**config.mk**
```make
export PLATFORM = sky130hd
export DESIGN_NAME = ntt_bfly_top
export DESIGN_NICKNAME = d
export VERILOG_FILES = /design/src/verilog/ntt_bfly_pkg.sv /design/src/verilog/ntt_mod_mult.sv /design/src/verilog/ntt_bfly_lane.sv /design/src/verilog/ntt_host_regs.sv /design/src/verilog/ntt_job_dispatch.sv /design/src/verilog/ntt_result_collect.sv /design/src/verilog/ntt_bfly_top.sv
export SDC_FILE = /design/constraint.sdc
export NUM_CORES = 2
export LEC_CHECK = 0
export ABC_AREA = 1
export BUFFER_PORTS_ARGS = -buffer_cell sky130_fd_sc_hd__buf_2
export CAP_MARGIN = 25
export CORE_MARGIN = 3
export CORE_UTILIZATION = 65
export CTS_CLUSTER_DIAMETER = 60
export DETAILED_ROUTE_END_ITERATION = 6
export PLACE_DENSITY_LB_ADDON = 0.05
export SLEW_MARGIN = 20
export SYNTH_ARGS = -nofsm -noshare
export SYNTH_HDL_FRONTEND = slang
export SYNTH_SLANG_ARGS = --single-unit
```
**constraint.sdc**
```tcl
create_clock -name hclk -period 15.3 [get_ports hclk]
set_clock_uncertainty 0.05 [all_clocks]
set_input_delay 0.765 -clock hclk [delete_from_list [all_inputs] [get_ports hclk]]
set_output_delay 0.765 -clock hclk [all_outputs]
set_load 0.005 [all_outputs]
```
**src/verilog/ntt_bfly_pkg.sv**
```systemverilog
package ntt_bfly_pkg;

    // ==================================================
    // Sizes and constants
    // ==================================================
    localparam int COEF_W       = 23;
    // ML-DSA prime, 2^23 - 2^13 + 1
    localparam logic [COEF_W-1:0] Q = 23'd8380417;
    localparam int NUM_LANES    = 4;
    localparam int LANE_CREDITS = 2;
    localparam int LANE_LAT     = 4;
    localparam int FIFO_DEPTH   = 8;
    localparam int BUS_W        = 72;

    // Register map
    localparam logic [1:0] ADDR_CTRL   = 2'd0;
    localparam logic [1:0] ADDR_JOB    = 2'd1;
    localparam logic [1:0] ADDR_RESULT = 2'd2;
    localparam logic [1:0] ADDR_STATUS = 2'd3;

    // ==================================================
    // Job and result types
    // ==================================================
    typedef enum logic {
        MODE_CT = 1'b0,
        MODE_GS = 1'b1
    } mode_t;

    typedef struct packed {
        mode_t             mode;
        logic [COEF_W-1:0] u;
        logic [COEF_W-1:0] v;
        logic [COEF_W-1:0] w;
    } bfly_job_t;

    typedef struct packed {
        logic [COEF_W-1:0] a;
        logic [COEF_W-1:0] b;
    } bfly_result_t;

    // ==================================================
    // Host port
    // ==================================================
    typedef struct packed {
        logic [BUS_W-2:0] rsvd;
        mode_t            mode;
    } ctrl_word_t;

    // u in the low slot, then v, then w; slot MSBs ignored
    typedef struct packed {
        logic              w_rsvd;
        logic [COEF_W-1:0] w;
        logic              v_rsvd;
        logic [COEF_W-1:0] v;
        logic              u_rsvd;
        logic [COEF_W-1:0] u;
    } operand_word_t;

    typedef union packed {
        ctrl_word_t    ctrl;
        operand_word_t op;
    } bus_word_u;

    typedef struct packed {
        logic       valid;
        logic       write;
        logic [1:0] addr;
        bus_word_u  wdata;
    } host_req_t;

    typedef struct packed {
        logic             ready;
        logic             rvalid;
        logic [BUS_W-1:0] rdata;
    } host_resp_t;

endpackage

```
**src/verilog/ntt_mod_mult.sv**
```systemverilog
`timescale 1ns/100ps

module ntt_mod_mult (
    input  logic                            hclk,
    input  logic                            rst_n_i,
    input  logic [ntt_bfly_pkg::COEF_W-1:0] a_i,
    input  logic [ntt_bfly_pkg::COEF_W-1:0] b_i,
    output logic [ntt_bfly_pkg::COEF_W-1:0] p_o
);

    logic [2*ntt_bfly_pkg::COEF_W-1:0] prod_q;
    logic [36:0] fold1;
    logic [27:0] fold2_q;
    logic [23:0] fold3;

    // ==================================================
    // Reduction using 2^23 = 2^13 - 1 (mod q)
    // ==================================================
    always_comb begin
        // hi * 2^23 + lo  ->  hi * (2^13 - 1) + lo, product below 2^46
        fold1 = {1'b0, prod_q[45:23], 13'd0} - 37'(prod_q[45:23]) + 37'(prod_q[22:0]);
        // Third fold leaves a value below 2q
        fold3 = {6'd0, fold2_q[27:23], 13'd0} - 24'(fold2_q[27:23]) + 24'(fold2_q[22:0]);
    end

    always_ff @(posedge hclk or negedge rst_n_i) begin
        if (!rst_n_i) begin
            prod_q  <= '0;
            fold2_q <= '0;
            p_o     <= '0;
        end else begin
            // Stage 1 full product
            prod_q <= a_i * b_i;
            // Stage 2 second fold of the 37-bit value
            fold2_q <= {1'b0, fold1[36:23], 13'd0} - 28'(fold1[36:23]) + 28'(fold1[22:0]);
            // Stage 3 final correction
            if (fold3 >= 24'(ntt_bfly_pkg::Q)) begin
                p_o <= 23'(fold3 - 24'(ntt_bfly_pkg::Q));
            end else begin
                p_o <= fold3[22:0];
            end
        end
    end

endmodule

```
**src/verilog/ntt_bfly_lane.sv**
```systemverilog
`timescale 1ns/100ps

module ntt_bfly_lane (
    input  logic                       hclk,
    input  logic                       rst_n_i,
    input  logic                       issue_valid_i,
    input  ntt_bfly_pkg::bfly_job_t    job_i,
    output logic                       res_valid_o,
    output ntt_bfly_pkg::bfly_result_t res_o
);

    logic [ntt_bfly_pkg::LANE_LAT-1:0] vld_q;
    ntt_bfly_pkg::mode_t mode_q [ntt_bfly_pkg::LANE_LAT];
    logic [ntt_bfly_pkg::COEF_W-1:0] x_q [ntt_bfly_pkg::LANE_LAT];
    logic [ntt_bfly_pkg::COEF_W-1:0] mul_a_q, mul_b_q, prod, x_last;

    function automatic logic [ntt_bfly_pkg::COEF_W-1:0] add_mod(
        input logic [ntt_bfly_pkg::COEF_W-1:0] a,
        input logic [ntt_bfly_pkg::COEF_W-1:0] b
    );
        logic [ntt_bfly_pkg::COEF_W:0] s;
        s = {1'b0, a} + {1'b0, b};
        return (s >= ntt_bfly_pkg::Q) ? 23'(s - ntt_bfly_pkg::Q) : s[22:0];
    endfunction

    function automatic logic [ntt_bfly_pkg::COEF_W-1:0] sub_mod(
        input logic [ntt_bfly_pkg::COEF_W-1:0] a,
        input logic [ntt_bfly_pkg::COEF_W-1:0] b
    );
        return (a >= b) ? (a - b) : 23'(a + ntt_bfly_pkg::Q - b);
    endfunction

    // ==================================================
    // Front stage and side delay
    // ==================================================
    always_ff @(posedge hclk) begin
        if (job_i.mode == ntt_bfly_pkg::MODE_GS) begin
            // GS multiplies the difference
            x_q[0]  <= add_mod(job_i.u, job_i.v);
            mul_a_q <= sub_mod(job_i.u, job_i.v);
        end else begin
            x_q[0]  <= job_i.u;
            mul_a_q <= job_i.v;
        end
        mul_b_q   <= job_i.w;
        mode_q[0] <= job_i.mode;
        // Keep u or the sum aligned with the multiplier output
        for (int i = 1; i < ntt_bfly_pkg::LANE_LAT; i++) begin
            x_q[i]    <= x_q[i-1];
            mode_q[i] <= mode_q[i-1];
        end
    end

    always_ff @(posedge hclk or negedge rst_n_i) begin
        if (!rst_n_i) begin
            vld_q <= '0;
        end else begin
            vld_q <= {vld_q[ntt_bfly_pkg::LANE_LAT-2:0], issue_valid_i};
        end
    end

    ntt_mod_mult ntt_mod_mult_inst (
        .hclk    (hclk),
        .rst_n_i (rst_n_i),
        .a_i     (mul_a_q),
        .b_i     (mul_b_q),
        .p_o     (prod)
    );

    // Output stage
    always_comb begin
        res_valid_o = vld_q[ntt_bfly_pkg::LANE_LAT-1];
        x_last      = x_q[ntt_bfly_pkg::LANE_LAT-1];
        if (mode_q[ntt_bfly_pkg::LANE_LAT-1] == ntt_bfly_pkg::MODE_CT) begin
            res_o.a = add_mod(x_last, prod);
            res_o.b = sub_mod(x_last, prod);
        end else begin
            res_o.a = x_last;
            res_o.b = prod;
        end
    end

endmodule

```
**src/verilog/ntt_host_regs.sv**
```systemverilog
`timescale 1ns/100ps

module ntt_host_regs (
    input  logic                       hclk,
    input  logic                       rst_n_i,
    input  ntt_bfly_pkg::host_req_t    host_req_i,
    output ntt_bfly_pkg::host_resp_t   host_resp_o,
    input  logic                       job_pop_i,
    output logic                       job_valid_o,
    output ntt_bfly_pkg::bfly_job_t    job_o,
    input  logic                       res_push_i,
    input  ntt_bfly_pkg::bfly_result_t res_i,
    output logic                       res_full_o,
    input  logic                       busy_i
);

    ntt_bfly_pkg::bfly_job_t    job_mem [ntt_bfly_pkg::FIFO_DEPTH];
    ntt_bfly_pkg::bfly_result_t res_mem [ntt_bfly_pkg::FIFO_DEPTH];
    logic [2:0] job_wr_q, job_rd_q, res_wr_q, res_rd_q;
    logic [3:0] job_cnt_q, res_cnt_q;
    ntt_bfly_pkg::mode_t mode_q;
    ntt_bfly_pkg::bfly_job_t new_job;
    ntt_bfly_pkg::bfly_result_t res_head;
    logic ready, accept, job_push, res_pop, busy, rvalid_q;
    logic [ntt_bfly_pkg::BUS_W-1:0] rdata_d, rdata_q;

    // ==================================================
    // Request decode
    // ==================================================
    always_comb begin
        // Only a job write into a full FIFO is held off
        ready = !(host_req_i.valid && host_req_i.write
                  && host_req_i.addr == ntt_bfly_pkg::ADDR_JOB
                  && job_cnt_q == 4'(ntt_bfly_pkg::FIFO_DEPTH));
        accept   = host_req_i.valid && ready;
        job_push = accept && host_req_i.write && host_req_i.addr == ntt_bfly_pkg::ADDR_JOB;
        res_pop  = accept && !host_req_i.write
                   && host_req_i.addr == ntt_bfly_pkg::ADDR_RESULT && res_cnt_q != 4'd0;

        new_job.mode = mode_q;
        new_job.u    = host_req_i.wdata.op.u;
        new_job.v    = host_req_i.wdata.op.v;
        new_job.w    = host_req_i.wdata.op.w;

        job_valid_o = (job_cnt_q != 4'd0);
        job_o       = job_mem[job_rd_q];
        res_full_o  = (res_cnt_q == 4'(ntt_bfly_pkg::FIFO_DEPTH));
        res_head    = res_mem[res_rd_q];
        busy        = busy_i || job_valid_o;

        case (host_req_i.addr)
            ntt_bfly_pkg::ADDR_CTRL:   rdata_d = {71'd0, mode_q};
            ntt_bfly_pkg::ADDR_RESULT: rdata_d = {res_cnt_q != 4'd0, 23'd0,
                                                  1'b0, res_head.b, 1'b0, res_head.a};
            ntt_bfly_pkg::ADDR_STATUS: rdata_d = {63'd0, busy, res_cnt_q, job_cnt_q};
            default:                   rdata_d = '0;
        endcase

        host_resp_o.ready  = ready;
        host_resp_o.rvalid = rvalid_q;
        host_resp_o.rdata  = rdata_q;
    end

    // ==================================================
    // Control state
    // ==================================================
    always_ff @(posedge hclk or negedge rst_n_i) begin
        if (!rst_n_i) begin
            mode_q    <= ntt_bfly_pkg::MODE_CT;
            rvalid_q  <= 1'b0;
            job_wr_q  <= '0;
            job_rd_q  <= '0;
            job_cnt_q <= '0;
            res_wr_q  <= '0;
            res_rd_q  <= '0;
            res_cnt_q <= '0;
        end else begin
            rvalid_q <= accept && !host_req_i.write;
            if (accept && host_req_i.write && host_req_i.addr == ntt_bfly_pkg::ADDR_CTRL) begin
                mode_q <= host_req_i.wdata.ctrl.mode;
            end
            if (job_push) job_wr_q <= job_wr_q + 3'd1;
            if (job_pop_i) job_rd_q <= job_rd_q + 3'd1;
            job_cnt_q <= job_cnt_q + 4'(job_push) - 4'(job_pop_i);
            if (res_push_i) res_wr_q <= res_wr_q + 3'd1;
            if (res_pop) res_rd_q <= res_rd_q + 3'd1;
            res_cnt_q <= res_cnt_q + 4'(res_push_i) - 4'(res_pop);
        end
    end

    // FIFO storage and read data
    always_ff @(posedge hclk) begin
        if (job_push) job_mem[job_wr_q] <= new_job;
        if (res_push_i) res_mem[res_wr_q] <= res_i;
        if (accept && !host_req_i.write) rdata_q <= rdata_d;
    end

endmodule

```
**src/verilog/ntt_job_dispatch.sv**
```systemverilog
`timescale 1ns/100ps

module ntt_job_dispatch (
    input  logic                                 hclk,
    input  logic                                 rst_n_i,
    input  logic                                 job_valid_i,
    input  ntt_bfly_pkg::bfly_job_t              job_i,
    output logic                                 job_pop_o,
    output logic [ntt_bfly_pkg::NUM_LANES-1:0]   issue_valid_o,
    output ntt_bfly_pkg::bfly_job_t              issue_job_o,
    input  logic [ntt_bfly_pkg::NUM_LANES-1:0]   credit_return_i,
    output logic                                 busy_o
);

    logic [$clog2(ntt_bfly_pkg::NUM_LANES)-1:0] ptr_q;
    logic [1:0] credit_q [ntt_bfly_pkg::NUM_LANES];
    logic issue;

    // ==================================================
    // Issue decision
    // ==================================================
    always_comb begin
        // Strict lane order, so a lane out of credit stalls everything
        issue         = job_valid_i && (credit_q[ptr_q] != 2'd0);
        job_pop_o     = issue;
        issue_valid_o = issue ? (ntt_bfly_pkg::NUM_LANES'(1) << ptr_q) : '0;
        issue_job_o   = job_i;

        busy_o = 1'b0;
        for (int i = 0; i < ntt_bfly_pkg::NUM_LANES; i++) begin
            if (credit_q[i] != 2'(ntt_bfly_pkg::LANE_CREDITS)) begin
                busy_o = 1'b1;
            end
        end
    end

    // ==================================================
    // Pointer and credits
    // ==================================================
    always_ff @(posedge hclk or negedge rst_n_i) begin
        if (!rst_n_i) begin
            ptr_q <= '0;
            for (int i = 0; i < ntt_bfly_pkg::NUM_LANES; i++) begin
                credit_q[i] <= 2'(ntt_bfly_pkg::LANE_CREDITS);
            end
        end else begin
            if (issue) ptr_q <= ptr_q + 1'b1;
            // Take and return may land on the same lane in one cycle
            for (int i = 0; i < ntt_bfly_pkg::NUM_LANES; i++) begin
                credit_q[i] <= credit_q[i] + 2'(credit_return_i[i]) - 2'(issue_valid_o[i]);
            end
        end
    end

endmodule

```
**src/verilog/ntt_result_collect.sv**
```systemverilog
`timescale 1ns/100ps

module ntt_result_collect (
    input  logic                               hclk,
    input  logic                               rst_n_i,
    input  logic [ntt_bfly_pkg::NUM_LANES-1:0] res_valid_i,
    input  ntt_bfly_pkg::bfly_result_t         res_i [ntt_bfly_pkg::NUM_LANES],
    input  logic                               res_full_i,
    output logic                               res_push_o,
    output ntt_bfly_pkg::bfly_result_t         res_o,
    output logic [ntt_bfly_pkg::NUM_LANES-1:0] credit_return_o
);

    // Two slots per lane, so one pointer bit each
    ntt_bfly_pkg::bfly_result_t slot_q [ntt_bfly_pkg::NUM_LANES][ntt_bfly_pkg::LANE_CREDITS];
    logic [ntt_bfly_pkg::NUM_LANES-1:0] wr_ptr_q;
    logic [ntt_bfly_pkg::NUM_LANES-1:0] rd_ptr_q;
    logic [1:0] cnt_q [ntt_bfly_pkg::NUM_LANES];
    logic [$clog2(ntt_bfly_pkg::NUM_LANES)-1:0] rr_q;

    // ==================================================
    // In-order drain
    // ==================================================
    always_comb begin
        res_push_o      = (cnt_q[rr_q] != 2'd0) && !res_full_i;
        res_o           = slot_q[rr_q][rd_ptr_q[rr_q]];
        credit_return_o = res_push_o ? (ntt_bfly_pkg::NUM_LANES'(1) << rr_q) : '0;
    end

    // Lane results land without back-pressure; credits bound the fill
    always_ff @(posedge hclk) begin
        for (int i = 0; i < ntt_bfly_pkg::NUM_LANES; i++) begin
            if (res_valid_i[i]) begin
                slot_q[i][wr_ptr_q[i]] <= res_i[i];
            end
        end
    end

    // ==================================================
    // Buffer pointers and round-robin
    // ==================================================
    always_ff @(posedge hclk or negedge rst_n_i) begin
        if (!rst_n_i) begin
            wr_ptr_q <= '0;
            rd_ptr_q <= '0;
            rr_q     <= '0;
            for (int i = 0; i < ntt_bfly_pkg::NUM_LANES; i++) begin
                cnt_q[i] <= 2'd0;
            end
        end else begin
            for (int i = 0; i < ntt_bfly_pkg::NUM_LANES; i++) begin
                if (res_valid_i[i]) wr_ptr_q[i] <= ~wr_ptr_q[i];
                if (credit_return_o[i]) rd_ptr_q[i] <= ~rd_ptr_q[i];
                cnt_q[i] <= cnt_q[i] + 2'(res_valid_i[i]) - 2'(credit_return_o[i]);
            end
            if (res_push_o) rr_q <= rr_q + 1'b1;
        end
    end

endmodule

```
**src/verilog/ntt_bfly_top.sv**
```systemverilog
`timescale 1ns/100ps

module ntt_bfly_top (
    input  logic                     hclk,
    input  logic                     rst_n_i,
    input  ntt_bfly_pkg::host_req_t  host_req_i,
    output ntt_bfly_pkg::host_resp_t host_resp_o
);

    logic job_valid, job_pop, busy, res_push, res_full;
    ntt_bfly_pkg::bfly_job_t job, issue_job;
    ntt_bfly_pkg::bfly_result_t res;
    logic [ntt_bfly_pkg::NUM_LANES-1:0] issue_valid, lane_valid, credit_return;
    ntt_bfly_pkg::bfly_result_t lane_res [ntt_bfly_pkg::NUM_LANES];

    ntt_host_regs ntt_host_regs_inst (
        .hclk        (hclk),
        .rst_n_i     (rst_n_i),
        .host_req_i  (host_req_i),
        .host_resp_o (host_resp_o),
        .job_pop_i   (job_pop),
        .job_valid_o (job_valid),
        .job_o       (job),
        .res_push_i  (res_push),
        .res_i       (res),
        .res_full_o  (res_full),
        .busy_i      (busy)
    );

    ntt_job_dispatch ntt_job_dispatch_inst (
        .hclk            (hclk),
        .rst_n_i         (rst_n_i),
        .job_valid_i     (job_valid),
        .job_i           (job),
        .job_pop_o       (job_pop),
        .issue_valid_o   (issue_valid),
        .issue_job_o     (issue_job),
        .credit_return_i (credit_return),
        .busy_o          (busy)
    );

    // ==================================================
    // Butterfly lanes
    // ==================================================
    for (genvar g = 0; g < ntt_bfly_pkg::NUM_LANES; g++) begin : g_lane
        ntt_bfly_lane ntt_bfly_lane_inst (
            .hclk          (hclk),
            .rst_n_i       (rst_n_i),
            .issue_valid_i (issue_valid[g]),
            .job_i         (issue_job),
            .res_valid_o   (lane_valid[g]),
            .res_o         (lane_res[g])
        );
    end

    ntt_result_collect ntt_result_collect_inst (
        .hclk            (hclk),
        .rst_n_i         (rst_n_i),
        .res_valid_i     (lane_valid),
        .res_i           (lane_res),
        .res_full_i      (res_full),
        .res_push_o      (res_push),
        .res_o           (res),
        .credit_return_o (credit_return)
    );

endmodule

```
Yosys cells after proc, flatten, opt, wreduce, memory -nomap -nowiden
Memories as Yosys holds them, arrays and structs flattened.
Cells that the tools add are included.

word-level totals
  bits in registers = 281
  latch bits = 0
  bits in writable memories = 1680
  bits in read-only memories = 0
  output and inout bits = 74
  memories kept = 11

cells by class
  add/sub/neg operators = 58
  multipliers = 1
  div/mod/pow operators = 0
  magnitude comparators = 23
  equal/unequal tests = 9
  shifts and indexed selects = 2
  muxes and demuxes = 61
  bitwise operators = 19
  reductions and logical operators = 25

memories
  memory                            words  bits a word  read ports  clocked after memory_dff  write ports  RTL line                  RTL
  ntt_host_regs_inst.job_mem        8      70           1           0                         1            ntt_host_regs.sv:17       ntt_bfly_pkg::bfly_job_t job_mem [ntt_bfly_pkg::FIFO_DEPTH];
  ntt_host_regs_inst.res_mem        8      46           1           0                         1            ntt_host_regs.sv:18       ntt_bfly_pkg::bfly_result_t res_mem [ntt_bfly_pkg::FIFO_DEPTH];
  ntt_result_collect_inst.slot_q    4      92           1           0                         4            ntt_result_collect.sv:15  ntt_bfly_pkg::bfly_result_t slot_q [ntt_bfly_pkg::NUM_LANES][ntt_bfly_pkg::LANE_CREDITS];
  g_lane[0].ntt_bfly_lane_inst.x_q  4      23           4           0                         4            ntt_bfly_lane.sv:14       logic [ntt_bfly_pkg::COEF_W-1:0] x_q [ntt_bfly_pkg::LANE_LAT];
  g_lane[1].ntt_bfly_lane_inst.x_q  4      23           4           0                         4            ntt_bfly_lane.sv:14
  g_lane[2].ntt_bfly_lane_inst.x_q  4      23           4           0                         4            ntt_bfly_lane.sv:14
  5 more memories                   -      -            -           -                         -            -

operator list
  operator                                                                               number
  46-bit two-way mux                                                                     11
  23-bit two-way mux                                                                     16
  92-bit two-way mux                                                                     4
  23-bit subtractor                                                                      10
  72-bit case mux with 3 select lines                                                    1
  46-bit demux with 1-bit select                                                         4
  24-bit by 23-bit greater-or-equal comparator with 1-bit output, second input constant  6
  23-bit subtractor, second input constant                                               6
  23-bit by 23-bit adder with 24-bit output                                              5
  23-bit adder, second input constant                                                    5
  23-bit greater-or-equal comparator                                                     5
  23-bit by 23-bit multiplier with 46-bit output                                         1
  37-bit by 23-bit adder with 37-bit output                                              1
  36-bit by 23-bit subtractor with 37-bit output                                         1
  28-bit by 23-bit adder with 28-bit output                                              1
  27-bit by 14-bit subtractor with 28-bit output                                         1
  24-bit by 23-bit adder with 24-bit output                                              1
  18-bit by 5-bit subtractor with 19-bit output                                          1
  2-bit by 1-bit adder with 2-bit output                                                 8
  1-bit logical AND                                                                      16
  1-bit two-way mux                                                                      16
  2-bit by 1-bit subtractor with 2-bit output                                            8
  3-bit by 1-bit adder with 3-bit output, second input constant                          4
  2-bit greater-or-equal comparator, second input constant                               5
  other kinds (24)                                                                       61

Depth between registers and ports, before layout
  word-level depth = 9
  gate-level depth with buffers = 33
  gate-level depth less buffers = 28

By module
From an unflattened synthesis, not the netlist that was laid out.

second synthesis, totals
  cells, all modules = 29382
  area total of the unflattened synthesis = 229136.0 um^2

modules (own cells, without submodules)
  module                                                          times used  cells an instance  area each (um^2)  seq. area each (um^2)
  ntt_bfly_lane at g_lane[0].ntt_bfly_lane_inst ...               3           2510               15801.4           2942.8
  ntt_host_regs                                                   1           3316               39943.3           29828.6
  ntt_mod_mult at g_lane[3].ntt_bfly_lane_inst.ntt_mod_mult_inst  1           3679               27527.7           2427.3
  ntt_mod_mult at g_lane[0].ntt_bfly_lane_inst.ntt_mod_mult_inst  1           3677               27363.7           2427.3
  ntt_mod_mult at g_lane[2].ntt_bfly_lane_inst.ntt_mod_mult_inst  1           3665               27353.7           2427.3
  ntt_mod_mult at g_lane[1].ntt_bfly_lane_inst.ntt_mod_mult_inst  1           3661               27346.2           2427.3
  ntt_bfly_lane at g_lane[1].ntt_bfly_lane_inst                   1           2516               15641.3           2942.8
  ntt_result_collect                                              1           1199               15369.7           11501.0
  ntt_job_dispatch                                                1           139                1186.1            255.2

Worst setup path before layout
Ideal clock, no wire load.

  path type = input to register
  start point = input host_req_i[72] in the netlist's numbering
  end point = memory ntt_host_regs_inst.job_mem[6][0] in the netlist's numbering (enable)
  arrival time = 6.442 ns
  required time = 14.665 ns
  path slack = 8.224 ns
  stages on the path = 6
  cells stage by stage = clkbuf_1 nand3_1 nor2_1 inv_1 or2_2 nor3_1

between the ends
  word-level cells in the longest chain between the ends = 9

RTL lines
  what                                                RTL line                                  RTL
  start, declared                                     ntt_bfly_top.sv:6                         input ntt_bfly_pkg::host_req_t host_req_i,
  2-bit by 1-bit equality test with 1-bit output (*)  ntt_host_regs.sv:33, ntt_host_regs.sv:36
  1-bit logical AND                                   ntt_host_regs.sv:33                       && host_req_i.addr == ntt_bfly_pkg::ADDR_JOB
  1-bit logical AND                                   ntt_host_regs.sv:34                       && job_cnt_q == 4'(ntt_bfly_pkg::FIFO_DEPTH));
  1-bit zero test                                     ntt_host_regs.sv:32                       ready = !(host_req_i.valid && host_req_i.write
  1-bit logical AND                                   ntt_host_regs.sv:35                       accept = host_req_i.valid && ready;
  1-bit logical AND                                   ntt_host_regs.sv:36                       job_push = accept && host_req_i.write && host_req_i.addr == ntt_bfly_pkg::ADDR_JOB;
  1-bit logical AND (*)                               ntt_host_regs.sv:36
  via ntt_host_regs_inst.job_push                     ntt_host_regs.sv:24                       logic ready, accept, job_push, res_pop, busy, rvalid_q;
  1-bit two-way mux (*)                               ntt_host_regs.sv:93                       if (job_push) job_mem[job_wr_q] <= new_job;
  1-bit two-way mux (not written as such) (*)         ntt_host_regs.sv:93
  end, declared                                       ntt_host_regs.sv:17

The timed path passes the listed nets; every way through them passes the cells marked *.

Worst setup path after layout
  start point = register g_lane[3].ntt_bfly_lane_inst.mul_b_q[3] in the netlist's numbering
  end point = register g_lane[3].ntt_bfly_lane_inst.ntt_mod_mult_inst.prod_q[45] in the netlist's numbering

between the ends
  word-level cells in the longest chain between the ends = 1

RTL lines
  what                                            RTL line             RTL
  start, declared                                 ntt_bfly_lane.sv:15  logic [ntt_bfly_pkg::COEF_W-1:0] mul_a_q, mul_b_q, prod, x_last;
  start signal, assigned                          ntt_bfly_lane.sv:45  mul_b_q <= job_i.w;
  23-bit by 23-bit multiplier with 46-bit output  ntt_mod_mult.sv:33   prod_q <= a_i * b_i;
  end signal, assigned                            ntt_mod_mult.sv:33
  end, declared                                   ntt_mod_mult.sv:11   logic [2*ntt_bfly_pkg::COEF_W-1:0] prod_q;

Every way passes these cells.
A chain may end at the register's enable or synchronous reset.

==> flow_metrics.py <==
metrics = {
    "synth": {
        "synth.area.top_cells": "edfxtp_1, fa_1, ha_1",
        "synth-seq-area-share_pct": 49.4,
        "synth-seq-cells": 1648,
        "synth_top_area_share_pct": 42.1,
        "synth_ff_type": "edfxtp_1",
        "synth-edff-count": 1343,
        "postSynthCellCount": 9846,
        "postSynthAreaPerCell_um2": 9.72,
        "ys_warn_count": 0,
        "yosysTopAreaCell": "edfxtp_1",
        "syn_area_mm2": 0.0957,
        "async_flop_share_pct": 9.89,
        "synth.distinct_cells": 70,
    },
    "timing": {
        "post-route-period-util_pct": 46.2,
        "finalCriticalPeriod_ns": 7.07,
        "fin_tns_setup_ns": 0,
        "slew_viol_final": 0,
        "setup_violations": 0,
        "whs_ns": 0.158,
        "tightest_slew_ns": 1.12,
        "slew_headroom_pct": 24.7,
        "grt_setup_unrepaired": "false",
        "max_freq_ghz": 0.141,
        "hold_viol": 0,
    },
    "clock_tree": {
        "cts_inserted_buffers": 164,
        "numClockSinks": 1648,
        "path_clk_slew_ns": 0.06,
        "cts_buffer_depth": 3,
        "clk_latency_ns": 0.82,
        "clockRootBuffer": "clkbuf_16",
        "cts_tree": "done",
        "cts-htree-levels": 4,
    },
    "critical_path": {
        "crit_fanout": 23,
        "worst_path_most_repeated_cell": "fa_1",
        "reg2reg_depth": 21,
        "worstSetupEndpointType": "flop",
        "worstReg2RegStart": "g_lane[3].ntt_bfly_lane_inst.mul_b_q[3]$_DFF_P_",
        "cp_cell_sequence": "nand2_1 -> fa_1 -> fa_1 -> fa_1 -> fa_1 -> inv_1 -> fa_1 -> fa_1 -> inv_1 -> fa_1 -> inv_1 -> ha_1 -> nand2_1 -> nor2_1 -> inv_1 -> nor3_1 -> nand3_1 -> nand3_1 -> nand2_1 -> nand3_1 -> xor2_1",
        "r2r_slack_ns": 8.23,
        "crit_path_start": "g_lane[3].ntt_bfly_lane_inst.mul_b_q[3]$_DFF_P_",
        "crit_slowest_cell": "dfxtp_1",
        "critPathKind": "reg -> reg",
        "worstPathRequired_ns": 15.95,
        "critPathLaunchType": "flop",
        "arrival_ns": 7.73,
        "cp_slowest_stage_delay_ns": 1.04,
    },
    "layout": {
        "final_cell_area_mm2": 0.104,
        "drive_above_1_share_pct": 6.77,
        "nets": 10900,
        "fill_cells": 10700,
        "syn_to_final_growth_pct": 8.44,
    },
    "route": {
        "route.met3.wl_um": 16700,
        "drc_errors": 0,
        "via_per_inst": 5.82,
        "drt_iter0_drc": 6065,
        "dr.pass1.iters": 6,
        "dr_wl_met2_um": 124000,
        "wl_um": 248000,
        "wire_per_inst_um": 20.8,
        "wl_met1_um": 96600,
        "vias": 69500,
        "antenna_left": 0,
        "maxUsedRoutingLayer": "met5",
    },
    "global_route": {
        "grt-ovfl-total": 0,
        "antenna_found_initial": 14,
        "grt_max_degree": 186,
        "track_usage_pct": 32.7,
        "first_global_vias": 69400,
        "grt_pass1_wl_um": 385000,
    },
    "placement": {
        "portBuffers": 123,
        "dpl_cell_area_mm2": 0.0983,
        "dp_hpwl_um": 168000,
        "gp_congestion": 0.996,
    },
    "hold_path": {
        "hold_path.class": "in -> reg",
    },
    "status": {
        "status": "finished clean",
    },
    "die": {
        "num_rows": 140,
        "dieArea_mm2": 0.152,
        "ios": 152,
        "core_area_mm2": 0.146,
        "start_util_pct": 65.6,
        "die_h_um": 390,
        "fp.dieW_um": 390,
    },
    "power": {
        "p_leak_nw": 44.9,
        "vdd_drop_max_v": 0.000612,
        "p_per_area_mw_per_mm2": 225,
    },
    "job": {
        "cap_violations": 0,
    },
}
## worst min path at each step
stage	start	to	slack (ns)	cells after the start
2_1_floorplan	g_lane[3].ntt_bfly_lane_inst.mode_q[0]$_DFF_P_	g_lane[3].ntt_bfly_lane_inst.mode_q[1]$_DFF_P_	0.26	0
3_3_place_gp	g_lane[3].ntt_bfly_lane_inst.x_q[1][10]$_DFF_P_	g_lane[3].ntt_bfly_lane_inst.x_q[2][10]$_DFF_P_	0.26	0
3_5_place_dp	g_lane[3].ntt_bfly_lane_inst.mode_q[2]$_DFF_P_	g_lane[3].ntt_bfly_lane_inst.mode_q[3]$_DFF_P_	0.26	0
4_1_cts	host_req_i[1]	ntt_host_regs_inst.job_mem[3][47]$_DFFE_PP_	0.09	1
5_1_grt	host_req_i[56]	ntt_host_regs_inst.job_mem[4][8]$_DFFE_PP_	0.13	1
6_report	host_req_i[51]	ntt_host_regs_inst.job_mem[5][3]$_DFFE_PP_	0.16	1
## timing repair
action	in CTS	in global routing
gates resized for setup	0	0
hold endpoints to repair	23	0
setup buffers	0	0
hold buffers	1	0
## cells in the final DEF, fill, tap and decap left out, drive strengths merged, types with 9 or more instances in the layout
| cell | count |
|---|---|
| o211ai | 32 |
| o22ai | 204 |
| clkbuf | 223 |
| o21a | 15 |
| nor3 | 51 |
| dfrtp | 159 |
| inv | 1438 |
| o221ai | 12 |
| xor2 | 155 |
| or2 | 11 |
| nor4 | 17 |
| a21boi | 12 |
| a31oi | 151 |
| o21ai | 982 |
| fa | 482 |
| buf | 279 |
| o21bai | 16 |
| nand4 | 50 |
| nand3 | 258 |
| nor2 | 1317 |
| bufinv | 9 |
| a21o | 18 |
| conb | 25 |
| nand2 | 1599 |
| clkinv | 62 |
| dfxtp | 142 |
| a21oi | 302 |
| nand3b | 14 |
| edfxtp | 1343 |
| ha | 495 |
| xnor2 | 93 |
## cells in the mapped netlist, types with 5 or more instances
library cell and n:
o211ai_1 32, nor2_1 1298, nor2_4 5, inv_1 1401, dfxtp_1 142, o21bai_1 16
o221ai_1 12, dfrtp_1 159, a21oi_2 5, buf_6 7, a21oi_1 296, nand2_2 19
buf_4 38, nor3_1 50, or2_2 11, xnor2_1 92, a221oi_1 5, edfxtp_1 1343
nor2_2 14, buf_2 44, nand3_1 254, nand2_4 6, ha_1 495, o22ai_1 204
a211oi_1 8, inv_2 31, clkbuf_1 332, nand2_1 1574, nand4_1 49, a21boi_0 12
xor2_1 154, o21ai_1 38, fa_1 482, o21a_1 15, a31oi_1 151, o21ai_0 938
nand3b_1 14, nor4_1 17, o21ai_2 6, buf_1 14, a21o_1 18
## report_power, final
group / total (mW) / internal (mW) / switching, mW / leakage, nW
Clock: 3.91 / 2.22 / 1.69 / 2.58
Sequential: 5.61 / 5.42 / 0.191 / 15.3
Combinational: 13.9 / 4.85 / 9.01 / 27.0
## area by class of cell
| class | instances | area (um2) | share of cell area [%] |
|---|---|---|---|
| Sequential cell | 1648 | 47300 | 45.6 |
| Multi-Input combinational cell | 6349 | 41400 | 39.9 |
| Inverter | 1434 | 5400 | 5.21 |
| Clock buffer | 218 | 4440 | 4.28 |
| Tap cell | 1917 | 2400 | 2.31 |
| Timing Repair Buffer | 285 | 1920 | 1.85 |
| Clock inverter | 80 | 882 | 0.850 |
| Antenna cell | 8 | 20.0 | 0.0193 |
## kinds of logic (layout without fill, tap and decap cells)
family,after synthesis,in the layout,synth area share (%)
AOI/OAI and AO/OA,1777,1777,10.2
xor gates and xnor gates,248,248,2.29
adders and majority gates,977,977,16.6
buffers and inverters,1873,2017,7.64
DFF,1648,1648,49.4
other,1,33,0.00392
and+or+nand+nor,3322,3322,13.9
## flip-flops by register name (all words and copies together), names as in the netlist, 3 cells and up
signal and count:
g_lane.ntt_bfly_lane_inst.mode_q 4, g_lane.ntt_bfly_lane_inst.mul_a_q 23, g_lane.ntt_bfly_lane_inst.mul_b_q 23, g_lane.ntt_bfly_lane_inst.ntt_mod_mult_inst.fold2_q 28, g_lane.ntt_bfly_lane_inst.ntt_mod_mult_inst.p_o 23, g_lane.ntt_bfly_lane_inst.ntt_mod_mult_inst.prod_q 46
g_lane.ntt_bfly_lane_inst.vld_q 16, g_lane.ntt_bfly_lane_inst.x_q 92, ntt_host_regs_inst.job_cnt_q 4, ntt_host_regs_inst.job_mem 560, ntt_host_regs_inst.job_rd_q 3, ntt_host_regs_inst.job_wr_q 3
ntt_host_regs_inst.rdata_q 47, ntt_host_regs_inst.res_cnt_q 4, ntt_host_regs_inst.res_mem 368, ntt_host_regs_inst.res_rd_q 3, ntt_host_regs_inst.res_wr_q 3, ntt_job_dispatch_inst.credit_q 8
ntt_result_collect_inst.cnt_q 8, ntt_result_collect_inst.rd_ptr_q 4, ntt_result_collect_inst.slot_q 368, ntt_result_collect_inst.wr_ptr_q 4
## critical path, delay by kind of cell (launching register included)
family | cells | cell delay (ns)
adders and majority gates | 8 | 4.00
and+or+nand+nor | 8 | 1.46
DFF | 1 | 1.04
buffers and inverters | 4 | 0.26
xor gates and xnor gates | 1 | 0.14
## routing by layer
layer,track usage [%],vias to the layer above
li1,-,32500
met1,41.6,33800
met2,56.8,2644
met3,4.63,555
met4,13.2,14
met5,0.383,-
## stage by stage
| step | std cells | util, % | power, mW | worst slack [ns] |
|---|---|---|---|---|
| 2_1_floorplan | 9870 | - | 15.7 | 8.22 |
| 3_3_place_gp | 11600 | 67.2 | 19.2 | 8.22 |
| 3_5_place_dp | 11600 | 67.4 | 19.4 | 8.35 |
| 4_1_cts | 11900 | 71.0 | 23.4 | 8.30 |
| 5_1_grt | 11900 | 71.1 | 25.3 | 7.87 |
| 6_report | 11900 | 71.1 | 23.4 | 8.23 |
Power figures use the tool's default switching activity.
